`src/logic/icache_pkg.sv`:
```
package icache_pkg;

    // fetch address width
    localparam int ADDR_W = 32;

    // one line holds two instructions
    localparam int LINE_W = 64;

    localparam int INSN_W = 32;

    // configuration data width
    localparam int CFG_W = 32;

    // controller states
    typedef enum logic [1:0] {
        IDLE     = 2'd0,
        LOOKUP   = 2'd1,
        WAIT_MEM = 2'd2,
        RESPOND  = 2'd3
    } icache_state_e;

    // configuration register map
    // REG_CTRL bit 0 enable, bit 1 flush on write
    // counters clear on any write
    typedef enum logic [1:0] {
        REG_CTRL   = 2'd0,
        REG_HITS   = 2'd1,
        REG_MISSES = 2'd2
    } icache_reg_e;

endpackage

```
`src/logic/icache_cfg.sv`:
```
`timescale 1ns/10ps

module icache_cfg (
    input  logic                         clk,
    input  logic                         rst,
    input  logic                         i_cfg_wr,
    input  icache_pkg::icache_reg_e      i_cfg_addr,
    input  logic [icache_pkg::CFG_W-1:0] i_cfg_wdata,
    output logic [icache_pkg::CFG_W-1:0] o_cfg_rdata,
    input  logic                         i_hit,
    input  logic                         i_miss,
    output logic                         o_enable,
    output logic                         o_flush
);
    import icache_pkg::*;

    logic [CFG_W-1:0] hit_cnt;
    logic [CFG_W-1:0] miss_cnt;

    // enable and flush strobe
    always_ff @(posedge clk or negedge rst) begin
        if (!rst) begin
            o_enable <= 1'b1;
            o_flush  <= 1'b0;
        end else begin
            o_flush <= i_cfg_wr && (i_cfg_addr == REG_CTRL) && i_cfg_wdata[1];
            if (i_cfg_wr && (i_cfg_addr == REG_CTRL)) begin
                o_enable <= i_cfg_wdata[0];
            end
        end
    end

    // a write wins over a count in the same cycle
    always_ff @(posedge clk or negedge rst) begin
        if (!rst) begin
            hit_cnt  <= '0;
            miss_cnt <= '0;
        end else begin
            if (i_cfg_wr && (i_cfg_addr == REG_HITS)) begin
                hit_cnt <= '0;
            end else if (i_hit) begin
                hit_cnt <= hit_cnt + 1'b1;
            end
            if (i_cfg_wr && (i_cfg_addr == REG_MISSES)) begin
                miss_cnt <= '0;
            end else if (i_miss) begin
                miss_cnt <= miss_cnt + 1'b1;
            end
        end
    end

    always_comb begin
        case (i_cfg_addr)
            REG_CTRL:   o_cfg_rdata = {{(CFG_W-1){1'b0}}, o_enable};
            REG_HITS:   o_cfg_rdata = hit_cnt;
            REG_MISSES: o_cfg_rdata = miss_cnt;
            default:    o_cfg_rdata = '0;
        endcase
    end

endmodule

```
`config.mk`:
```
export PLATFORM = sky130hd
export DESIGN_NAME = icache_cfg
export DESIGN_NICKNAME = d
export VERILOG_FILES = /design/src/logic/icache_pkg.sv /design/src/logic/icache_cfg.sv
export SDC_FILE = /design/constraint.sdc
export NUM_CORES = 1
export LEC_CHECK = 0
export BUFFER_PORTS_ARGS = -buffer_cell sky130_fd_sc_hd__buf_4
export CAP_MARGIN = 25
export CORE_ASPECT_RATIO = 0.9
export CORE_UTILIZATION = 40
export CTS_CLUSTER_DIAMETER = 200
export DETAILED_ROUTE_END_ITERATION = 16
export HOLD_SLACK_MARGIN = 0.06
export PLACE_DENSITY_LB_ADDON = 0.2
export SLEW_MARGIN = 10
export SYNTH_ARGS = -nofsm -noshare
export SYNTH_HDL_FRONTEND = slang
export SYNTH_SLANG_ARGS = --single-unit
```
`constraint.sdc`:
```
create_clock -name clk -period 4.94 [get_ports clk]
set_clock_uncertainty 0.15 [all_clocks]
set_input_delay 0.247 -clock clk [delete_from_list [all_inputs] [get_ports clk]]
set_output_delay 0.247 -clock clk [all_outputs]
set_load 0.01 [all_outputs]
```
==> out/metrics.yaml, run 1 <==
outcome:
  status: "completed"
timing:
  finalWorstSetupSlack_ps: 2260
  hold_viol_final: 0
  fin_crit_ps: 2680
  relSlewSlack_pct: 38.8
  setup-violations-final: 0
  slew_violations: 0
  holdWs_ps: 83.7
  post-route-period-util_pct: 54.3
  tns_ps: 0
  worst_pin_slew_ps: 914
  max_freq_ghz: 0.373
  rsz0062_at_grt: "no"
route:
  drtAntennaViolNets: 0
  dr.pass1.iters: 4
  wirelength_um: 10600
  viasPerCell: 6.05
  wl_per_cell_um: 18.6
  drc: 0
  vias: 3445
  drt_iter0_drc: 140
cts:
  clockBufferDepth: 2
  cts.repair.resized: 0
  cts_root_buffer: "clkbuf_8"
  clk_latency_ps: 340
  h-tree-depth: 3
  cts_sinks: 66
  path_clk_slew_ps: 70
  numCtsBuffers: 9
  cts_tree: "done"
pwr:
  p_clk_share_pct: 33.4
  ir_drop_mv: 0.183
  power_per_cell_area_nw_per_um2: 271
  p_switching_mw: 0.351
  power.leakage_nw: 1.82
  power.internal_mw: 0.839
  comb_power_share_pct: 13.5
  swShare_pct: 29.5
  seq_power_share_pct: 53.1
finish:
  drive_gt1_share_pct: 15.4
  design_area_um2: 4390
  mostFrequentLayoutCell: "dfrtp_1"
  syn2layout_area_growth_pct: 15.3
  diodes: 0
  fillers: 902
  instances_no_fill: 569
  final_cell_mix: "dfrtp_1, buf_4, a21oi_1, a22o_1, nand2_1"
  nNetsFinal: 483
die:
  start_util_pct: 41.6
  die_width_um: 105
  rows: 33
  io_pins: 73
  core_um2: 9170
  fp.dieH_um: 94.6
  die_area_um2: 9920
min_path:
  hold_end: "miss_cnt[0]"
  hp-class: "primary input to flip-flop"
  whs_path_depth: 3
  min_from: "i_miss"
logic_synthesis:
  synth_seq_cells: 66
  synth_area_um2: 3810
  syn_nets: 456
  yosysSeqAreaShare_pct: 43.4
  syn_inst: 415
  synth_area_per_cell_um2: 9.18
  synth_cell_types: 40
  yosysTopAreaCellShare_pct: 42.7
  synth_top_cell_by_area: "dfrtp_1"
  yosys_warnings: 0
  synth_top_cells_by_area: "dfrtp_1, a22o_1, or4_1"
critical_path:
  start_kind: "flip-flop"
  reg2reg_to: "miss_cnt[29]"
  critPathCaptureType: "flip-flop"
  cp_max_fo: 26
  reg2reg_slack_ps: 2260
  worstPathArrival_ps: 2800
  required_ps: 5060
  ff2ff_path_depth: 4
  worst-setup-path-type: "flip-flop to flip-flop"
  r2r-start: "miss_cnt[5]"
place:
  gp_congestion: 0.840
  dp_cells: 549
  numPortBuffers: 42
  placed_area_um2: 4190
  pre_cts_ws_ps: 2280
  hpwl_um: 7330
grt:
  grt_pass1_vias: 3344
  antenna_found_initial: 0
  grt_overflow: 0
  grt_pass1_wl_um: 17300
  grt_use_total_pct: 22.7
  grt_max_degree: 67
job:
  maxCapViolCount: 0
[registers in the layout (all words and copies together) (netlist names)]
| signal | cells |
|---|---|
| o_flush | 1 |
| hit_cnt | 32 |
| miss_cnt | 32 |
| o_enable | 1 |
[kinds of logic after synthesis]
group,Yosys count,synth area share [%]
buffers and inverters,38,4.01
adders and majority gates,2,0.657
xor gates and xnor gates,22,5.06
and+or+nand+nor,169,24.9
AOI/OAI and AO/OA,111,20.1
muxes,7,1.87
DFF,66,43.4
[power groups by stage]
stage                     clock network [mW]  registers [mW]  logic (mW)
after floorplan                            0           0.623       0.101
after global placement                     0           0.640       0.151
after detailed placement                   0           0.642       0.160
after CTS                              0.412           0.632       0.164
after global routing                   0.431           0.637       0.182
final                                  0.398           0.632       0.161
[per-layer routing]
metal / GRT usage, % / up-vias / share of wire (%)
li1: - / 1633 / -
met1: 29.7 / 1688 / 48
met3: 4.76 / 12 / 5.1
met4: 8.45 / 0 / 1.4
met5: 0 / - / 0
met2: 37.4 / 112 / 46
[critical path: stages, from the launching register on]
cell and delay [ps]:
dfrtp_1 470, and4_1 410, nand3_1 670, or4_1 730, a21oi_1 180
[worst max-delay path by stage]
stage                 from            to  slack, ps  cells past startpoint
2_1_floorplan   hit_cnt[7]   hit_cnt[28]       2810                      6
3_3_place_gp   miss_cnt[5]  miss_cnt[21]       2370                      4
3_5_place_dp   miss_cnt[5]  miss_cnt[29]       2280                      4
4_1_cts        miss_cnt[5]  miss_cnt[27]       2260                      4
5_1_grt        miss_cnt[5]  miss_cnt[29]       2050                      4
6_report       miss_cnt[5]  miss_cnt[29]       2260                      4
[Yosys cell counts (all sizes together)]
cell type and instances:
ha 2, and3b 2, o41ai 1, nor2 26, o311ai 1, a22o 31, or3 13, inv 4
xnor2 8, mux2 1, clkbuf 29, nand2b 1, nor4 5, dfrtp 65, nand3 24, or2 5
nor2b 2, o31a 2, buf 5, o21ai 12, and3 9, dfstp 1, nor3b 1, o2111ai 3
nand2 27, o211ai 2, and2 4, xor2 14, nand4 16, o21a 2, a21oi 34, nor3 3
or4 24, a21o 1, o31ai 22, mux2i 6, and4 7
[layout make-up]
cell class / count / area [um2] / share of cell area, %
clock inverters: 3 / 15.0 / 0.342
flip-flops and latches: 66 / 1650 / 37.6
inverters: 4 / 15.0 / 0.342
clock buffers: 13 / 149 / 3.39
well taps: 122 / 153 / 3.47
repair buffers: 50 / 400 / 9.11
multi-input cells: 311 / 2010 / 45.7
[through the flow]
| step | util [%] | power [mW] |
|---|---|---|
| after floorplan | - | 0.723 |
| after global placement | 45.4 | 0.791 |
| after detailed placement | 45.7 | 0.802 |
| after CTS | 47.9 | 1.21 |
| after global routing | 47.9 | 1.25 |
| final | 47.9 | 1.19 |
[timing repair]
action                                 4_1_cts  5_1_grt
buffers inserted                             0        0
hold buffers                                 4        0
endpoints found under the hold margin       68        0
Note: power is estimated with default switching activity, not from simulation.
==> run 2, diff against run 1 <==
clock period = 2.7 ns   (was 4.94 ns; I/O delays follow)
==> run 2 against run 1 <==
Wire length down 0.47%. Worst hold slack better by 18 ps. Critical path depth up 1. Register-to-register slack worse by 1800 ps. Non-clock buffer count up 9. Clock power up 120%. Global-route usage down 0.11 points.
==> out/metrics.yaml, run 2 (same netlist as run 1, synthesis figures left out) <==
cts:
  path_clk_slew_ps: 80  # about the same
  cts_root_buffer: "clkbuf_8"
  numCtsBuffers: 9  # unchanged
  cts_tree: "done"
  clockBufferDepth: 2  # unchanged
  cts_sinks: 66  # unchanged
  h-tree-depth: 3  # unchanged
  clk_latency_ps: 350  # about the same
  cts.repair.resized: 0  # unchanged
critical_path:
  cp.depth: 5  # +1
  critPathCaptureType: "flip-flop"
  slowest_stage: "or4_1"
  r2r-start: "hit_cnt[7]"
  crit_start: "hit_cnt[7]"
  path_cells: "nand3_2, or4_1, buf_4, or4_1, a21oi_1"
  worstPathArrival_ps: 2400  # -400 ps
  path_buf_inv: 1  # +1
  cp_max_fo: 25  # -3.8%
  slowest_delay_ps: 540  # -190 ps
  reg2reg_to: "hit_cnt[22]"
  path_delay_family: "simple AND/OR/NAND/NOR gates"
  ff2ff_path_depth: 5  # +1
  required_ps: 2830  # -2230 ps
  reg2reg_slack_ps: 430  # -1830 ps
  cp-endpoint: "hit_cnt[22]"
  cpMostUsedCell: "or4_1"
  start_kind: "flip-flop"
  worst-setup-path-type: "flip-flop to flip-flop"
place:
  hpwl_um: 7410  # +1.0%
  gp_congestion: 0.830  # -1.1%
  numPortBuffers: 42  # unchanged
grt:
  grt_pass1_vias: 3333  # -0.33%
  grt_max_degree: 67  # unchanged
  grt_overflow: 0  # unchanged
  antenna_found_initial: 0  # unchanged
  grt_use_total_pct: 22.6  # -0.11 points
  grt_pass1_wl_um: 17300  # about the same
finish:
  syn2layout_area_growth_pct: 18.1
  final_cell_mix: "dfrtp_1, buf_4, a21oi_1, a22o_1, nand2_1"
  utilization_pct: 49.1  # +1.1 points
  mostFrequentLayoutCell: "dfrtp_1"
  diodes: 0  # unchanged
  fillers: 911  # +1.0%
  nNetsFinal: 492  # +1.9%
  reg_top3: "hit_cnt x32, miss_cnt x32"
  drive_gt1_share_pct: 16.7  # +1.2 points
route:
  drtAntennaViolNets: 0  # unchanged
  viasPerCell: 5.99  # -0.99%
  wirelength_um: 10500  # -0.47%
  drc: 0  # unchanged
  drt_iter0_drc: 135  # -3.6%
  dr.pass1.iters: 4  # unchanged
  vias: 3465  # +0.58%
  wl_per_cell_um: 18.2  # -2.0%
timing:
  tns_ps: 0  # unchanged
  post-route-period-util_pct: 84.2  # +30 points
  max_freq_ghz: 0.440  # +18%
  relSlewSlack_pct: 41.2  # +2.4 points
  worst_pin_slew_ps: 882  # -32.6 ps
  setup-violations-final: 0  # unchanged
  rsz0062_at_grt: "no"
  fin_crit_ps: 2270  # -412 ps
  hold_viol_final: 0  # unchanged
  slew_violations: 0  # unchanged
  holdWs_ps: 102  # +18.2 ps
min_path:
  hp-class: "primary input to flip-flop"
  min_from: "i_cfg_addr[1]"
die:
  io_pins: 73  # unchanged
  fp.dieH_um: 94.6  # unchanged
  die_area_um2: 9920  # unchanged
  start_util_pct: 41.6  # unchanged
  rows: 33  # unchanged
  die_width_um: 105  # unchanged
  core_um2: 9170  # unchanged
outcome:
  status: "completed"
pwr:
  ir_drop_mv: 0.323  # +77%
  power_per_cell_area_nw_per_um2: 520  # +92%
  power.leakage_nw: 1.88  # +3.3%
job:
  maxCapViolCount: 0  # unchanged
## run 2: power breakdown
group	internal, mW	leakage [nW]	total (mW)	switching (mW)
registers	1.05	0.908	1.15	0.102
clock network	0.502	0.107	0.888	0.386
logic	0.131	0.861	0.298	0.167
## run 2: worst min path at each step
| stage | end | slack [ps] | cells past startpoint |
|---|---|---|---|
| final | o_enable | 100 | 3 |
| after CTS | o_enable | 80 | 3 |
| after global placement | hit_cnt[22] | 160 | 1 |
| after floorplan | hit_cnt[0] | -310 | 0 |
| after global routing | o_enable | 120 | 3 |
| after detailed placement | hit_cnt[23] | 160 | 1 |
## run 2: what timing repair did
action,in CTS,in global routing
hold endpoints to repair,78,0
hold buffers,7,0
buffers inserted,0,0
## run 2: layout make-up
type | instances | area [um2] | area share [%]
sequential | 66 | 1650 | 36.7
multi-input combinational | 311 | 2010 | 44.7
tap | 122 | 153 | 3.39
clock inverter | 2 | 35.0 | 0.779
timing repair buffer | 59 | 460 | 10.2
clock buffer | 14 | 173 | 3.84
inverter | 4 | 15.0 | 0.334
## run 2: worst register-to-register path: stages (launching register included)
cell     delay [ps]
dfrtp_1         450
nand3_2         160
or4_1           540
buf_4           230
or4_1           530
a21oi_1         160
## run 2: per-stage QoR
stage	setup WS [ps]	area [um2]	power, mW	std cells
finish	427	4500	2.34	578
global placement	458	4220	1.46	555
CTS	409	4500	2.36	578
detailed placement	424	4220	1.47	555
floorplan	566	3810	1.32	415
global route	255	4500	2.43	578
## run 2: layer usage
layer	track usage (%)	wire [um]	part of all wire, %
met1	31.9	5150	49
met2	35.0	4720	45
met3	3.80	450	4.3
met4	8.45	197	1.9
met5	0	0	0
