===== config.mk =====
export PLATFORM = sky130hd
export DESIGN_NAME = icache_ctrl_flat
export DESIGN_NICKNAME = d
export VERILOG_FILES = /design/src/logic/icache_pkg.sv /design/src/logic/icache_way_if.sv /design/src/logic/icache_ctrl.sv /design/src/flat_wrapper.sv
export SDC_FILE = /design/constraint.sdc
export NUM_CORES = 1
export LEC_CHECK = 0
export ABC_AREA = 1
export ABC_CLOCK_PERIOD_IN_PS = 3380
export BUFFER_PORTS_ARGS = -buffer_cell sky130_fd_sc_hd__buf_4
export CORE_AREA = 5 5 208 210
export DETAILED_ROUTE_END_ITERATION = 6
export DIE_AREA = 0 0 213 215
export GPL_ROUTABILITY_DRIVEN = 0
export GPL_TIMING_DRIVEN = 0
export SLEW_MARGIN = 20
export SYNTH_ARGS = -nofsm -noshare
export SYNTH_HDL_FRONTEND = slang
export SYNTH_SLANG_ARGS = --single-unit

===== constraint.sdc =====
create_clock -name clk -period 3.38 [get_ports clk]
set_input_delay 0.169 -clock clk [delete_from_list [all_inputs] [get_ports clk]]
set_output_delay 0.169 -clock clk [all_outputs]
set_load 0.02 [all_outputs]

===== src/logic/icache_pkg.sv =====
package icache_pkg;

    // fetch address width
    localparam int ADDR_W = 32;

    // one line holds two instructions
    localparam int LINE_W = 64;

    localparam int INSN_W = 32;

    // configuration data width
    localparam int CFG_W = 32;

    // controller states
    typedef enum logic [1:0] {
        IDLE     = 2'd0,
        LOOKUP   = 2'd1,
        WAIT_MEM = 2'd2,
        RESPOND  = 2'd3
    } icache_state_e;

    // configuration register map
    // REG_CTRL bit 0 enable, bit 1 flush on write
    // counters clear on any write
    typedef enum logic [1:0] {
        REG_CTRL   = 2'd0,
        REG_HITS   = 2'd1,
        REG_MISSES = 2'd2
    } icache_reg_e;

endpackage


===== src/logic/icache_way_if.sv =====
`timescale 1ns/10ps

interface icache_way_if #(
    parameter int SET_BITS = 6
);
    import icache_pkg::*;

    localparam int TAG_W = ADDR_W - SET_BITS - 3;

    logic [SET_BITS-1:0] index;
    logic [TAG_W-1:0]    rd_tag;
    logic                rd_valid;
    logic [LINE_W-1:0]   rd_data;
    logic                wr_en;
    logic [TAG_W-1:0]    wr_tag;
    logic [LINE_W-1:0]   wr_data;
    logic                flush;

    modport ctrl (
        output index, wr_en, wr_tag, wr_data, flush,
        input  rd_tag, rd_valid, rd_data
    );

    modport way (
        input  index, wr_en, wr_tag, wr_data, flush,
        output rd_tag, rd_valid, rd_data
    );

endinterface


===== src/logic/icache_ctrl.sv =====
`timescale 1ns/10ps

module icache_ctrl #(
    parameter int SET_BITS = 6
) (
    input  logic                          clk,
    input  logic                          rst,
    input  logic                          i_fetch_req,
    input  logic [icache_pkg::ADDR_W-1:0] i_fetch_addr,
    output logic                          o_fetch_valid,
    output logic [icache_pkg::INSN_W-1:0] o_fetch_data,
    output logic                          o_mem_req,
    output logic [icache_pkg::ADDR_W-1:0] o_mem_addr,
    input  logic                          i_mem_valid,
    input  logic [icache_pkg::LINE_W-1:0] i_mem_data,
    input  logic                          i_enable,
    input  logic                          i_flush,
    output logic                          o_hit,
    output logic                          o_miss,
    output logic [SET_BITS-1:0]           o_lru_index,
    output logic                          o_lru_touch,
    output logic                          o_lru_touch_way,
    input  logic                          i_lru_way,
    icache_way_if.ctrl                    way0,
    icache_way_if.ctrl                    way1
);
    import icache_pkg::*;

    localparam int TAG_W = ADDR_W - SET_BITS - 3;

    icache_state_e state;
    icache_state_e state_next;

    logic [ADDR_W-1:0]   addr_q;
    logic                fill_q;
    logic [TAG_W-1:0]    tag_q;
    logic [SET_BITS-1:0] set_q;
    logic [SET_BITS-1:0] index;
    logic                hit0;
    logic                hit1;
    logic                lookup_hit;
    logic                fill_now;
    logic                victim;
    logic [LINE_W-1:0]   hit_line;

    // pick the instruction named by address bit 2
    function automatic logic [INSN_W-1:0] half_sel(input logic [LINE_W-1:0] line,
                                                   input logic upper);
        return upper ? line[INSN_W +: INSN_W] : line[0 +: INSN_W];
    endfunction

    assign tag_q = addr_q[ADDR_W-1:SET_BITS+3];
    assign set_q = addr_q[SET_BITS+2:3];

    // new request index goes out straight away in IDLE
    assign index = (state == IDLE) ? i_fetch_addr[SET_BITS+2:3] : set_q;

    assign hit0       = way0.rd_valid && (way0.rd_tag == tag_q);
    assign hit1       = way1.rd_valid && (way1.rd_tag == tag_q);
    assign hit_line   = hit1 ? way1.rd_data : way0.rd_data;
    assign lookup_hit = (state == LOOKUP) && i_enable && (hit0 || hit1);
    assign fill_now   = (state == WAIT_MEM) && i_mem_valid && fill_q;

    // invalid way first, way0 before way1
    always_comb begin
        if (!way0.rd_valid) begin
            victim = 1'b0;
        end else if (!way1.rd_valid) begin
            victim = 1'b1;
        end else begin
            victim = i_lru_way;
        end
    end

    always_comb begin
        state_next = state;
        case (state)
            IDLE: begin
                if (i_fetch_req) begin
                    state_next = LOOKUP;
                end
            end
            LOOKUP: begin
                state_next = lookup_hit ? RESPOND : WAIT_MEM;
            end
            WAIT_MEM: begin
                if (i_mem_valid) begin
                    state_next = RESPOND;
                end
            end
            RESPOND: begin
                state_next = IDLE;
            end
            default: begin
                state_next = IDLE;
            end
        endcase
    end

    always_ff @(posedge clk or negedge rst) begin
        if (!rst) begin
            state     <= IDLE;
            o_mem_req <= 1'b0;
            fill_q    <= 1'b0;
        end else begin
            state     <= state_next;
            o_mem_req <= (state == LOOKUP) && !lookup_hit;
            // disabled fetches bypass and leave the ways alone
            if (state == LOOKUP) begin
                fill_q <= i_enable;
            end
        end
    end

    always_ff @(posedge clk) begin
        if ((state == IDLE) && i_fetch_req) begin
            addr_q <= i_fetch_addr;
        end
        if (lookup_hit) begin
            o_fetch_data <= half_sel(hit_line, addr_q[2]);
        end else if ((state == WAIT_MEM) && i_mem_valid) begin
            o_fetch_data <= half_sel(i_mem_data, addr_q[2]);
        end
    end

    assign o_fetch_valid = (state == RESPOND);
    assign o_mem_addr    = {addr_q[ADDR_W-1:3], 3'b000};

    // counter strobes line up with the edge that raises o_fetch_valid
    assign o_hit  = lookup_hit;
    assign o_miss = fill_now;

    assign o_lru_index     = set_q;
    assign o_lru_touch     = lookup_hit || fill_now;
    assign o_lru_touch_way = lookup_hit ? hit1 : victim;

    assign way0.index   = index;
    assign way0.wr_en   = fill_now && !victim;
    assign way0.wr_tag  = tag_q;
    assign way0.wr_data = i_mem_data;
    assign way0.flush   = i_flush;

    assign way1.index   = index;
    assign way1.wr_en   = fill_now && victim;
    assign way1.wr_tag  = tag_q;
    assign way1.wr_data = i_mem_data;
    assign way1.flush   = i_flush;

endmodule


===== src/flat_wrapper.sv =====
// flat-port wrapper written by rule: the top's interface ports become plain ports
module icache_ctrl_flat import icache_pkg::*;
#(
    parameter int SET_BITS = 6
)
  (clk, rst, i_fetch_req, i_fetch_addr, o_fetch_valid, o_fetch_data, o_mem_req, o_mem_addr, i_mem_valid, i_mem_data, i_enable, i_flush, o_hit, o_miss, o_lru_index, o_lru_touch, o_lru_touch_way, i_lru_way, way0_index, way0_wr_en, way0_wr_tag, way0_wr_data, way0_flush, way0_rd_tag, way0_rd_valid, way0_rd_data, way1_index, way1_wr_en, way1_wr_tag, way1_wr_data, way1_flush, way1_rd_tag, way1_rd_valid, way1_rd_data);
  icache_way_if #(.SET_BITS(SET_BITS)) way0_i ();
  icache_way_if #(.SET_BITS(SET_BITS)) way1_i ();
  input  logic clk;
  input  logic rst;
  input  logic i_fetch_req;
  input  logic [icache_pkg::ADDR_W-1:0] i_fetch_addr;
  output logic o_fetch_valid;
  output logic [icache_pkg::INSN_W-1:0] o_fetch_data;
  output logic o_mem_req;
  output logic [icache_pkg::ADDR_W-1:0] o_mem_addr;
  input  logic i_mem_valid;
  input  logic [icache_pkg::LINE_W-1:0] i_mem_data;
  input  logic i_enable;
  input  logic i_flush;
  output logic o_hit;
  output logic o_miss;
  output logic [SET_BITS-1:0] o_lru_index;
  output logic o_lru_touch;
  output logic o_lru_touch_way;
  input  logic i_lru_way;
  output wire logic [$bits(way0_i.index)-1:0] way0_index;
  output wire logic [$bits(way0_i.wr_en)-1:0] way0_wr_en;
  output wire logic [$bits(way0_i.wr_tag)-1:0] way0_wr_tag;
  output wire logic [$bits(way0_i.wr_data)-1:0] way0_wr_data;
  output wire logic [$bits(way0_i.flush)-1:0] way0_flush;
  input wire logic [$bits(way0_i.rd_tag)-1:0] way0_rd_tag;
  input wire logic [$bits(way0_i.rd_valid)-1:0] way0_rd_valid;
  input wire logic [$bits(way0_i.rd_data)-1:0] way0_rd_data;
  output wire logic [$bits(way1_i.index)-1:0] way1_index;
  output wire logic [$bits(way1_i.wr_en)-1:0] way1_wr_en;
  output wire logic [$bits(way1_i.wr_tag)-1:0] way1_wr_tag;
  output wire logic [$bits(way1_i.wr_data)-1:0] way1_wr_data;
  output wire logic [$bits(way1_i.flush)-1:0] way1_flush;
  input wire logic [$bits(way1_i.rd_tag)-1:0] way1_rd_tag;
  input wire logic [$bits(way1_i.rd_valid)-1:0] way1_rd_valid;
  input wire logic [$bits(way1_i.rd_data)-1:0] way1_rd_data;
  assign way0_index = way0_i.index;
  assign way0_wr_en = way0_i.wr_en;
  assign way0_wr_tag = way0_i.wr_tag;
  assign way0_wr_data = way0_i.wr_data;
  assign way0_flush = way0_i.flush;
  assign way0_i.rd_tag = way0_rd_tag;
  assign way0_i.rd_valid = way0_rd_valid;
  assign way0_i.rd_data = way0_rd_data;
  assign way1_index = way1_i.index;
  assign way1_wr_en = way1_i.wr_en;
  assign way1_wr_tag = way1_i.wr_tag;
  assign way1_wr_data = way1_i.wr_data;
  assign way1_flush = way1_i.flush;
  assign way1_i.rd_tag = way1_rd_tag;
  assign way1_i.rd_valid = way1_rd_valid;
  assign way1_i.rd_data = way1_rd_data;
  icache_ctrl #(.SET_BITS(SET_BITS)) u_core (.clk(clk), .rst(rst), .i_fetch_req(i_fetch_req), .i_fetch_addr(i_fetch_addr), .o_fetch_valid(o_fetch_valid), .o_fetch_data(o_fetch_data), .o_mem_req(o_mem_req), .o_mem_addr(o_mem_addr), .i_mem_valid(i_mem_valid), .i_mem_data(i_mem_data), .i_enable(i_enable), .i_flush(i_flush), .o_hit(o_hit), .o_miss(o_miss), .o_lru_index(o_lru_index), .o_lru_touch(o_lru_touch), .o_lru_touch_way(o_lru_touch_way), .i_lru_way(i_lru_way), .way0(way0_i), .way1(way1_i));
endmodule

==> results.md <==
- Final setup fails: 0
- Fin Setup TNS: 0 ps
- Worst Setup Path Type: reg -> reg
- Outcome: finished, final reports clean
- Cells after Synth: 962
- Sw power: 2.01 mW
- Cell variety after synth: 28
- Vias: 8521
- Post-synth EDFFs: 62
- Clock transition at the registers of the reported paths: 60 ps
- Post-detailed-routing wire length: 37900 microns
- Commonest cells in the netlist: nand2_1, buf_4, nand3_1
- Drt pass-1 iters: 5
- Post CTS Setup Buffer Count: 0
- Power Dens Cells: 412 mW/mm^2
- GRT overflow: 0
- Die height: 215 microns
- Post-synth top area share: 27.2%
- Hold Vio Cnt, Final: 0
- CP endpoint kind: flop
- DIE AREA: 0.0458 sq mm
- Fmax: 329 MHz
- Sw Share: 39.9%
- Number of global-route vias before repair: 8501
- Ranking of synthesized cells by area: edfxtp_1, buf_4, nand2_1
- First-pass GRT wire length: 52800 microns
- Total Routing Usage GR: 15.5%
- CP Max Fanout: 20
- Final instance area: 0.0122 sq mm
- Post-layout util: 29.5%
- DRT iter0 DRCs: 472
- Drt via density: 4.08
- Synthesized area: 0.00683 sq mm
- Design Power: 5.03 mW
- Non-Filler Instances: 2089
- Core area: 0.0414 sq mm
- TritonCTS Buffers: 9
- Final period util: 89.9%
- Minimum setup slack after placement: 241 ps
- YS warnings: 0
- # rows: 75
- Top_reg_cell synth: edfxtp_1
- R2R Setup Slk: 340 ps
- Initial Utilization: 16.5%
- Critical path's slowest cell: dfrtp_1
- Cell total after placement: 2042
- Die Wd: 213 microns
- Sink Count: 66
- CP required: 3440 ps
- Worst stage delay on the critical path: 430 ps
- Cell internal pwr: 3.02 mW
- Drt wl/cell: 18.2 microns
- Worst-Margin Slew: 745 ps
- Post-synth ARST share: 6.06%
- Htree depth: 3
- Initial antenna violation count: 0
- Area Overhead vs Synth: 78.9%
- CP cell instances: inv_1, ha_1, nand2_1, nor2_1, nand4_1, nor2_1, nand3_1, nand2_4, inv_4, buf_6, nand2_2, buf_16
- # IOs: 545
- HPWL Detailed: 32200 microns
- Post-route minimum period: 3040 ps
- Final Skew: 6.20 ps
- Area after DPL: 0.0116 sq mm
- Fin Hold WS: 128 ps
- Clk buf depth: 2
- Slew Limit Fails: 0
- CTS tree: done
- ANT nets after route: 0
- Top-count cell post-synth: nand2_1
- Maximum vdd ir drop: 254 uV
- Area leader, netlist: edfxtp_1
- #FFs+latches synth: 66
- Seq/Total Area, Yosys: 28.7%
- Antenna diodes: 0
- Buffers on Ports: 538
- Final worst slack: 342 ps
- Part of the power in registers: 25.0%
- Syn_area_per_cell: 7.10 sq um
- Comb pwr share: 53.8%
- Pin count of the biggest net entering global routing: 31
- Hold Path Class: in -> reg
- Latest clock arrival within the worst-skew pair: 360 ps
- RSZ-0062 raised after global routing: false
- Share of cells above drive strength 1: 53.2%
- Nets: 1828
- Max-cap violation count: 0
- DRC Markers: 0
- Clk network pwr share: 21.2%
- Clock root cell: clkbuf_16
- CP dominant cell by count: nor2_1
- Critical path launch point type: flop
- Leakage: 6.50 nW
- Critical Path AT: 3100 ps
- Rel. slew slack: 50.4%
## per-layer routing
| layer | wire, microns | up-vias | GRT usage (%) |
|---|---|---|---|
| li1 | - | 4068 | - |
| met5 | 0 | - | 0 |
| met4 | 1110 | 0 | 5.42 |
| met2 | 19600 | 519 | 28.9 |
| met3 | 3720 | 47 | 3.92 |
| met1 | 13500 | 3887 | 16.8 |
## state kept, by name (all words and copies together), names as in the netlist
| name | count |
|---|---|
| u_core.o_fetch_data | 32 |
| u_core.state | 2 |
| u_core.fill_q | 1 |
| u_core.o_mem_req | 1 |
| u_core.addr_q | 30 |
## placed cells by master, fill, tap and decap left out, drive strengths merged
cell,n
a21oi,2
buf,796
bufinv,2
clkbuf,19
clkinv,3
clkinvlp,1
conb,3
dfrtp,4
dlygate4sd3,31
edfxtp,62
ha,4
inv,58
nand2,338
nand3,99
nand3b,1
nand4,68
nor2,33
o21ai,12
o22ai,5
or2,1
xnor2,6
xor2,2
## final cells by class
cell class,instances,area (sq um)
clock inverter,7,103
fill,4459,29200
clock buffer,9,225
sequential,66,1960
timing repair buffer,570,4380
tap,539,674
multi-input combinational,574,2620
inverter,57,216
buffer,267,2050
## final timing paths
kind,start,endpoint,cells after the start
min in group asynchronous,rst,u_core.o_mem_req,2
setup reg to reg,u_core.state[1],u_core.o_fetch_data[11],12
hold / removal,i_enable,u_core.fill_q,3
hold reg to reg,u_core.fill_q,u_core.fill_q,2
setup / recovery,u_core.state[1],u_core.o_fetch_data[11],12
max in group asynchronous,rst,u_core.state[0],2
## power groups by stage
| stage | combinational [mW] | sequential [mW] | clock [mW] |
|---|---|---|---|
| final | 2.71 | 1.26 | 1.06 |
| after global routing | 2.91 | 1.27 | 1.14 |
| after CTS | 2.74 | 1.26 | 1.12 |
| after detailed placement | 2.70 | 1.28 | 0 |
| after global placement | 2.66 | 1.28 | 0 |
| after floorplan | 1.40 | 1.31 | 0 |
## critical path, delay by kind of cell (launching register included)
kind,cells,cell delay (ps)
buf+inv,4,610
flops,1,430
fa+ha+maj,1,200
simple gates,7,1460
## cell families after synthesis
logic type / count (synthesis) / synth area share, %
xor gates and xnor gates: 8 / 1.03
adders and majority gates: 4 / 0.732
AOI/OAI and AO/OA: 19 / 1.48
other: 1 / 0.0549
DFF: 66 / 28.7
buffers and inverters: 324 / 33.1
and+or+nand+nor: 540 / 34.9
## timing repair
item,4_1_cts,5_1_grt
gates resized for setup,0,0
hold buffers,31,0
endpoints found under the hold margin,34,0
No activity file was read; power rests on OpenSTA's default activity.
