<file path="src/logic/icache_lru.sv">
`timescale 1ns/10ps

module icache_lru #(
    parameter int SET_BITS = 6
) (
    input  logic                clk,
    input  logic                rst,
    input  logic [SET_BITS-1:0] i_index,
    input  logic                i_touch,
    input  logic                i_touch_way,
    output logic                o_lru_way
);

    localparam int SETS = 1 << SET_BITS;

    // one bit per set, names the least recently used way
    logic [SETS-1:0] lru;

    always_ff @(posedge clk or negedge rst) begin
        if (!rst) begin
            lru <= '0;
        end else if (i_touch) begin
            // the other way becomes the oldest
            lru[i_index] <= ~i_touch_way;
        end
    end

    assign o_lru_way = lru[i_index];

endmodule

</file>
<file path="config.mk">
export PLATFORM = sky130hd
export DESIGN_NAME = icache_lru
export DESIGN_NICKNAME = d
export VERILOG_FILES = /design/src/logic/icache_lru.sv
export SDC_FILE = /design/constraint.sdc
export NUM_CORES = 1
export LEC_CHECK = 0
export ABC_AREA = 1
export ABC_CLOCK_PERIOD_IN_PS = 2200
export BUFFER_PORTS_ARGS = -buffer_cell sky130_fd_sc_hd__buf_4
export CORE_ASPECT_RATIO = 0.75
export CORE_MARGIN = 3
export CORE_UTILIZATION = 56
export CTS_BUF_LIST = sky130_fd_sc_hd__clkbuf_4
export CTS_CLUSTER_SIZE = 24
export DETAILED_ROUTE_END_ITERATION = 8
export PLACE_DENSITY = 0.71
export REMOVE_ABC_BUFFERS = 1
export SLEW_MARGIN = 0
export SYNTH_ARGS = -nofsm -noshare
export SYNTH_HDL_FRONTEND = slang
export SYNTH_SLANG_ARGS = --single-unit
</file>
<file path="constraint.sdc">
create_clock -name clk -period 2.2 [get_ports clk]
set_input_delay 0.11 -clock clk [delete_from_list [all_inputs] [get_ports clk]]
set_output_delay 0.11 -clock clk [all_outputs]
set_load 0.02 [all_outputs]
</file>
==> results of run 1 <==
## metrics by stage
stage,cell area [µm²],std cells,util
finish,3730,531,0.621
detailed placement,3600,515,0.599
CTS,3730,531,0.621
global route,3730,531,0.621
global placement,3600,515,0.599
floorplan,3340,416,-
## area by class of cell
type                       instances  area [µm²]
multi-input combinational        313        1590
sequential                        64        1600
clock inverter                     5        48.8
tap                               78        97.6
inverter                          39         146
fill                             553        2270
timing repair buffer              22         168
clock buffer                      10        75.1
## worst max path at each step
| stage | end | slack [ns] | depth (start not counted) |
|---|---|---|---|
| after floorplan | lru[0]$_DFFE_PN0P_ | 0.81 | 5 |
| after global placement | lru[39]$_DFFE_PN0P_ | 0.53 | 5 |
| after detailed placement | lru[55]$_DFFE_PN0P_ | 0.50 | 5 |
| after CTS | o_lru_way | 0.35 | 8 |
| after global routing | o_lru_way | 0.18 | 9 |
| final | o_lru_way | 0.38 | 8 |
## cells by family after synthesis
family | count (synthesis) | synth area share
and+or+nand+nor | 189 | 0.252
buffers and inverters | 68 | 0.109
DFF | 64 | 0.446
AOI/OAI and AO/OA | 124 | 0.192
## power breakdown
group / total, mW / switching (mW) / internal (mW) / leakage, nW
clock network: 0.749 / 0.405 / 0.344 / 0.0734
logic: 0.616 / 0.381 / 0.235 / 0.913
registers: 1.53 / 0.120 / 1.41 / 0.794
total: 2.89 / 0.906 / 1.98 / 1.78
## worst max-delay path, stage by stage, from the launching register on
cell and delay [ns]:
dfrtp_1 0.38, or2_2 0.27, nand3_1 0.07, nand2_1 0.06, o21ai_1 0.11, nand2_1 0.07, nor2_1 0.09, nand2_1 0.08
buf_4 0.16
## layout by cell type, fill, tap and decap left out, drive strengths merged
cell	instances
dfrtp	64
buf	21
nor2	37
or2	2
o21ai	16
nand3b	1
dlygate4sd3	1
nand3	15
nand2	123
nor4	2
bufinv	1
inv	39
a31oi	48
o211ai	4
clkbuf	10
a21oi	56
clkinv	4
nor3	9
## metal layers
| layer | GRT usage | up-vias | routed length, µm |
|---|---|---|---|
| met4 | 0.0727 | 0 | 84 |
| li1 | - | 1504 | - |
| met1 | 0.341 | 1414 | 4010 |
| met5 | 0 | - | 0 |
| met2 | 0.378 | 114 | 3720 |
| met3 | 0.0567 | 10 | 572 |
## repair_timing
| item | CTS | global route |
|---|---|---|
| hold buffers | 1 | 0 |
| endpoints found under the setup margin | 0 | 0 |
| endpoints found under the hold margin | 64 | 0 |
==> qor.csv, run 1 <==
metric,value,unit
outcome,finished clean,
arrival,1.71,ns
synthFlopType,dfrtp_1,
synthDominantCellAreaShare,0.446,
overflow,0,
startpoint,lru[26]$_DFFE_PN0P_,
clkSinkCount,64,
groute.usage.overall,0.241,
drt_iter0_markers,182,
io_pins,11,
cts_inserted_buffers,9,
dieWidth,98.4,µm
synth_area_leaders,"dfrtp_1 (45%), nand2_1 (13%), a31oi_1 (8.4%), a21oi_1 (7.8%), inv_1 (3.7%)",
yosys_warnings,0,
cts-root-buf,clkbuf_4,
antenna_left,0,
route.detailed.drc,0,
rsz0062_at_grt,no,
worst_pin_slew,0.804,ns
ys_seq_area_frac,0.446,
h-tree-depth,3,
async_flop_share,1.00,
power_density,775,nW/µm²
avgSynthCellArea,8.06,µm²
numPortBuffers,10,
fin_hold_ws,0.0846,ns
synth_edf_count,0,
crit_path_end_kind,primary output,
min_path_type,input pin to register,
antenna_found_initial,0,
synth_area_leader_cell,dfrtp_1,
cp.required,2.09,ns
setup_ws,0.381,ns
initial_core_util,0.598,
largest_register_ffs,64,
gp_congestion,0.827,
cts_resized,0,
slew_headroom,0.464,
syn_area,3590,µm²
grt_max_degree,65,
drive_gt1_frac,0.130,
period_needed,1.82,ns
post_cts_buffers,0,
worstHoldStart,i_touch_way,
cp_max_fo,2,
avgViaCountPerCell,5.73,
clock.fmax,550,MHz
wl_per_cell,15.8,µm
top_regs,lru: 64 flops,
rr_worst_depth,2,
finalPower,2.89,mW
cts_buffer_depth,2,
ys_top_cells_by_count,"nand2_1 (121), dfrtp_1 (64), a21oi_1 (56), a31oi_1 (48), inv_1 (35)",
drt_wl_total,8390,µm
rows,24,
die-area,7410,µm²
fin_setup_tns,0,ns
vias,3042,
crit_type,register to primary output,
diodes,0,
dp_slack,0.501,ns
p_leak,1.78,nW
fin_crit_sh,0.827,
clk_latency,0.41,ns
slew_viol_final,0,
min_path_cells,2,
max_flop_register,lru,
syn2layout_area_growth,3.97,%
die_h,75.3,µm
ir_drop,0.465,mV
dp_hpwl,5600,µm
r2r_end,lru[13]$_DFFE_PN0P_,
finClkSkew,0,ns
synthCells,445,
synth-seq-cells,64,
rrSetupSlack,1.47,ns
r2r-start,lru[13]$_DFFE_PN0P_,
setup_viol,0,
cp-start-kind,register,
drt_first_pass_iters,4,
synth.most_common_cell,nand2_1,
hold_violations,0,
cts_tree,built,
layout.nets,459,
synthDistinctLibCells,28,
min_to,lru[6]$_DFFE_PN0P_,
core,6010,µm²
grt_pass1_vias,2748,
maxCapViolCount,0,
grt_pass1_wl,13900,µm
clk_pin_slew,0.11,ns
(Power assumes the default switching activity.)
==> run 2: changes to the inputs <==
--- a/config.mk
+++ b/config.mk
@@ -6,7 +6,7 @@
 export NUM_CORES = 1
 export LEC_CHECK = 0
 export ABC_AREA = 1
-export ABC_CLOCK_PERIOD_IN_PS = 2200
+export ABC_CLOCK_PERIOD_IN_PS = 1700
 export BUFFER_PORTS_ARGS = -buffer_cell sky130_fd_sc_hd__buf_4
 export CORE_ASPECT_RATIO = 0.75
 export CORE_MARGIN = 3
==> constraint.sdc (replaced) <==
create_clock -name clk -period 1.7 [get_ports clk]
set_input_delay 0.085 -clock clk [delete_from_list [all_inputs] [get_ports clk]]
set_output_delay 0.085 -clock clk [all_outputs]
set_load 0.02 [all_outputs]
==> run 2 against run 1 <==
Compared with the run above:
- clock skew unchanged
- non-clock buffer count grew 11
- combinational power grew 37%
- register-to-register slack worse by 0.56 ns
- global-route usage is 1.2 points higher
- final cell count up 2.1%
- setup slack lost 0.45 ns
- via count rose by 1.3%
- the flow now finishes with violations (negative setup slack)
- highest routed layer unchanged
- first-iteration DRC count is 1.6% lower
- critical path depth stayed put
- sequential share of layout area down 1.5 points
==> qor.csv, run 2 (synthesis gave the netlist of run 1 again) <==
metric,value,unit
diodes,0,
final_common_cell,nand2_1,
design_area,3860,µm²
drt_wl_total,8670,µm
most-common-layout-cells,"nand2_1 (120), dfrtp_1 (64), a21oi_1 (56)",
avgViaCountPerCell,5.69,
internal-power,2.60,mW
cp.required,1.62,ns
use_met1,0.371,
clock.fmax,564,MHz
antenna_left,0,
violations,negative setup slack,
grt_pass1_vias,2843,
initial_core_util,0.598,
layout.nets,470,
grt_pass1_wl,14400,µm
arrival,1.69,ns
setup_ws,-0.0741,ns
fin_crit_sh,1.04,
cp-start-kind,register,
route.detailed.drc,0,
min_path_type,input pin to register,
dieWidth,98.4,µm
outcome,"complete, but fails checks",
die_h,75.3,µm
max_flop_register,lru,
pwr-share-clk,0.259,
dp_hpwl,5940,µm
slew_headroom,0.675,
largest_register_ffs,64,
fillerInstances,518,
clk_pin_slew,0.11,ns
io_pins,11,
ir_drop,0.632,mV
grt_max_degree,37,
cts_buffer_depth,2,
h-tree-depth,3,
crit_type,register to primary output,
antenna_found_initial,0,
crit_path_end_kind,primary output,
groute.usage.overall,0.253,
maxCapViolCount,0,
switching_share,0.317,
core,6010,µm²
drt_iter0_markers,179,
p_leak,1.85,nW
cts-root-buf,clkbuf_4,
drt_first_pass_iters,5,
syn2layout_area_growth,7.67,%
gp_congestion,0.839,
hold_violations,0,
dp_slack,0.192,ns
period_needed,1.77,ns
finClkSkew,0,ns
use_met3,0.0549,
cts_tree,built,
overflow,0,
numPortBuffers,10,
die-area,7410,µm²
placed_area,3700,µm²
rsz0062_at_grt,yes,
p_seq_frac,0.519,
grt.busiest_layer,met2,
worst_pin_slew,0.487,ns
clk_latency,0.41,ns
cp_max_fo,2,
wl_per_cell,16.0,µm
slew_viol_final,0,
power_density,986,nW/µm²
clkSinkCount,64,
combPwrFrac,0.222,
grt_util_met2,0.380,
setup_viol,1,
cts_inserted_buffers,9,
drive_gt1_frac,0.159,
power.switching,1.21,mW
vias,3082,
rows,24,
top_regs,lru: 64 flops,
## run 2: through the flow
stage,hold slack (ns),std cells,utilization,TNS (ns),power [mW]
floorplan,-0.211,416,-,0,2.51
finish,0.0328,542,0.643,-0.0741,3.81
CTS,0.00789,542,0.642,-0.0932,3.83
global placement,0.0777,525,0.616,0,2.79
global route,0.0258,542,0.643,-0.144,4.05
detailed placement,0.0822,525,0.616,0,2.83
## run 2: layer usage
| layer | vias up | part of all wire | wire [µm] |
|---|---|---|---|
| li1 | 1528 | - | - |
| met1 | 1431 | 0.48 | 4150 |
| met2 | 103 | 0.44 | 3860 |
| met3 | 20 | 0.058 | 501 |
| met4 | 0 | 0.019 | 162 |
| met5 | - | 0 | 0 |
## run 2: final timing paths
kind,from,end,slack [ns],cells after the start
worst max register to register,lru[26]$_DFFE_PN0P_,lru[26]$_DFFE_PN0P_,0.91,3
worst min-delay path,i_touch_way,lru[59]$_DFFE_PN0P_,0.03,2
worst min register to register,lru[1]$_DFFE_PN0P_,lru[1]$_DFFE_PN0P_,0.54,2
worst max-delay path,lru[36]$_DFFE_PN0P_,o_lru_way,-0.07,8
max in group asynchronous,rst,lru[23]$_DFFE_PN0P_,0.93,3
min in group asynchronous,rst,lru[57]$_DFFE_PN0P_,0.17,2
## run 2: worst max-delay path, cell delays in order (launching register included)
cell and delay [ns]:
dfrtp_1 0.40, or2_4 0.23, nand3_2 0.06, nand2_2 0.05, o21ai_2 0.12, nand2_1 0.06, nor2_1 0.10, nand2_1 0.10
buf_6 0.15
## run 2: repair_timing
action,CTS,global route
gates resized for setup,5,2
pin swaps,8,4
hold buffers,1,0
endpoints found under the hold margin,35,0
endpoints found under the setup margin,1,1
buffers inserted,1,0
## run 2: power by group through the flow
stage          clock (mW)  sequential [mW]  combinational (mW)
2_1_floorplan           0             1.96               0.548
3_3_place_gp            0             2.00               0.795
3_5_place_dp            0             2.00               0.823
4_1_cts              1.02             1.98               0.842
5_1_grt              1.07             2.02               0.965
6_report            0.986             1.98               0.845
## run 2: area by class of cell
class	count	area [µm²]	area share
inverters	39	146	0.0379
multi-input cells	313	1620	0.418
well taps	78	97.6	0.0253
clock buffers	10	75.1	0.0194
flip-flops and latches	64	1600	0.415
clock inverters	5	48.8	0.0126
repair buffers	33	279	0.0722
==> run 3: changes to the inputs <==
==> constraint.sdc (replaced) <==
create_clock -name clk -period 1.7 [get_ports clk]
set_input_delay 0.17 -clock clk [delete_from_list [all_inputs] [get_ports clk]]
set_output_delay 0.17 -clock clk [all_outputs]
set_load 0.02 [all_outputs]
==> run 3 against run 2 <==
Compared with the run above:
- the run still ends with negative setup slack left
- setup slack got worse by 0.079 ns
- maximum frequency fell by 4.3%
- combinational power is 2% higher
- first-iteration DRC count is 18% higher
- die area is the same
- wire length decreased by 1.1%
- register-to-register slack got worse by 0.03 ns
- non-clock buffer count increased by 5
- critical endpoint unchanged
- clock-buffer cell count is 2 higher
- via count rose by 2.2%
- critical path type unchanged
- clock power increased by 19%
- largest cell class unchanged
- final cell count up 1.1%
==> qor.csv, run 3 (synthesis gave the netlist of run 1 again) <==
metric,value,unit
cts-root-buf,clkbuf_4,
final_common_cell,nand2_1,
h-tree-depth,3,
die_h,75.3,µm
numPortBuffers,10,
groute.usage.overall,0.255,
crit_type,register to primary output,
syn2layout_area_growth,9.94,%
clk_latency,0.42,ns
min_path_type,input pin to register,
core,6010,µm²
route.detailed.drc,0,
internal-power,2.81,mW
drt_wl_total,8570,µm
cp.required,1.53,ns
design_area,3950,µm²
setup_ws,-0.154,ns
vias,3151,
drive_gt1_frac,0.168,
grt_pass1_wl,14700,µm
critical_path.endpoint,o_lru_way,
ir_drop,0.484,mV
r2r-start,lru[22]$_DFFE_PN0P_,
wl_per_cell,15.6,µm
arrival,1.68,ns
cpLargestDelayFamily,simple AND/OR/NAND/NOR gates,
rr_worst_depth,3,
largest_register_ffs,64,
crit_path_top_delay_cell,dfrtp_1,
worst_pin_slew,0.501,ns
combPwrFrac,0.215,
cp_max_fo,2,
die-area,7410,µm²
initial_core_util,0.598,
fin_setup_tns,-0.154,ns
cp_cell_sequence,or2_4 > nand3_2 > nand2_2 > o21ai_1 > nand2_1 > nor2_1 > nand2_1 > buf_6,
rows,24,
fin_crit_sh,1.09,
outcome,"complete, but fails checks",
crit_top_cell,nand2_1,
maxCapViolCount,0,
clkSinkCount,64,
r2r_end,lru[22]$_DFFE_PN0P_,
cp_num_cells,8,
setup_viol,1,
gp_congestion,0.876,
p_leak,1.89,nW
cts_tree,built,
dieWidth,98.4,µm
critPathMaxStageDelay,0.40,ns
grt_max_degree,37,
hold_violations,0,
most-common-layout-cells,"nand2_1 (120), dfrtp_1 (64), a21oi_1 (56)",
cp-start-kind,register,
max_flop_register,lru,
grt_pass1_vias,2912,
top_regs,lru: 64 flops,
cts_buffer_depth,2,
clock.fmax,540,MHz
power_density,1020,nW/µm²
antenna_left,0,
finClkSkew,0,ns
p_seq_frac,0.493,
drt_iter0_markers,212,
crit_path_end_kind,primary output,
placed_area,3740,µm²
layout.nets,475,
io_pins,11,
rrSetupSlack,0.88,ns
critPathBufInv,1,
period_needed,1.85,ns
clk_pin_slew,0.10,ns
avgViaCountPerCell,5.75,
startpoint,lru[36]$_DFFE_PN0P_,
slew_headroom,0.664,
power.switching,1.20,mW
overflow,0,
violations,negative setup slack,
rsz0062_at_grt,yes,
drt_first_pass_iters,4,
pwr-share-clk,0.293,
slew_viol_final,0,
antenna_found_initial,0,
switching_share,0.299,
fin_hold_ws,0.145,ns
cts_inserted_buffers,9,
dp_hpwl,5940,µm
diodes,0,
==> run 3: timing repair <==
| action | 4_1_cts | 5_1_grt |
|---|---|---|
| pin swaps | 7 | 6 |
| endpoints found under the hold margin | 28 | 0 |
| cloned | 0 | 0 |
| endpoints found under the setup margin | 1 | 1 |
| hold buffers | 1 | 0 |
| gates resized for setup | 6 | 0 |
| buffers inserted | 0 | 2 |
==> run 3: worst min-delay path by stage <==
stage,startpoint,endpoint,slack (ns),depth (start not counted)
final,i_touch_way,lru[62]$_DFFE_PN0P_,0.14,2
after global placement,rst,lru[57]$_DFFE_PN0P_,0.13,1
after floorplan,rst,lru[0]$_DFFE_PN0P_,-0.13,0
after CTS,i_touch_way,lru[61]$_DFFE_PN0P_,0.13,2
after global routing,i_touch_way,lru[63]$_DFFE_PN0P_,0.14,2
after detailed placement,rst,lru[57]$_DFFE_PN0P_,0.12,1
==> run 3: cell type report <==
type                    instances  area [µm²]
clock buffers                  12        90.1
multi-input cells             313        1610
flip-flops and latches         64        1600
fillers                       544        2060
inverters                      39         146
repair buffers                 38         329
well taps                      78        97.6
clock inverters                 4        68.8
==> run 3: metal layers <==
metal,share of wire,vias to the layer above,GRT usage
met1,0.46,1481,0.369
met5,0,-,0
met2,0.45,115,0.378
met3,0.070,21,0.0686
li1,-,1534,-
met4,0.019,0,0.0803
==> run 3: stage by stage <==
stage	cells	util	power [mW]	worst slack, ns
after floorplan	416	-	2.51	0.193
after global placement	529	0.623	2.80	0.135
after detailed placement	529	0.623	2.83	0.142
after CTS	546	0.654	4.02	-0.150
after global routing	548	0.657	4.27	-0.260
final	548	0.657	4.00	-0.154
==> run 3: power groups by stage <==
stage               registers, mW  logic (mW)  clock network, mW
finish                       1.97       0.859               1.17
detailed placement           2.00       0.832                  0
global route                 2.01       0.989               1.27
floorplan                    1.96       0.548                  0
CTS                          1.97       0.848               1.20
global placement             1.99       0.808                  0
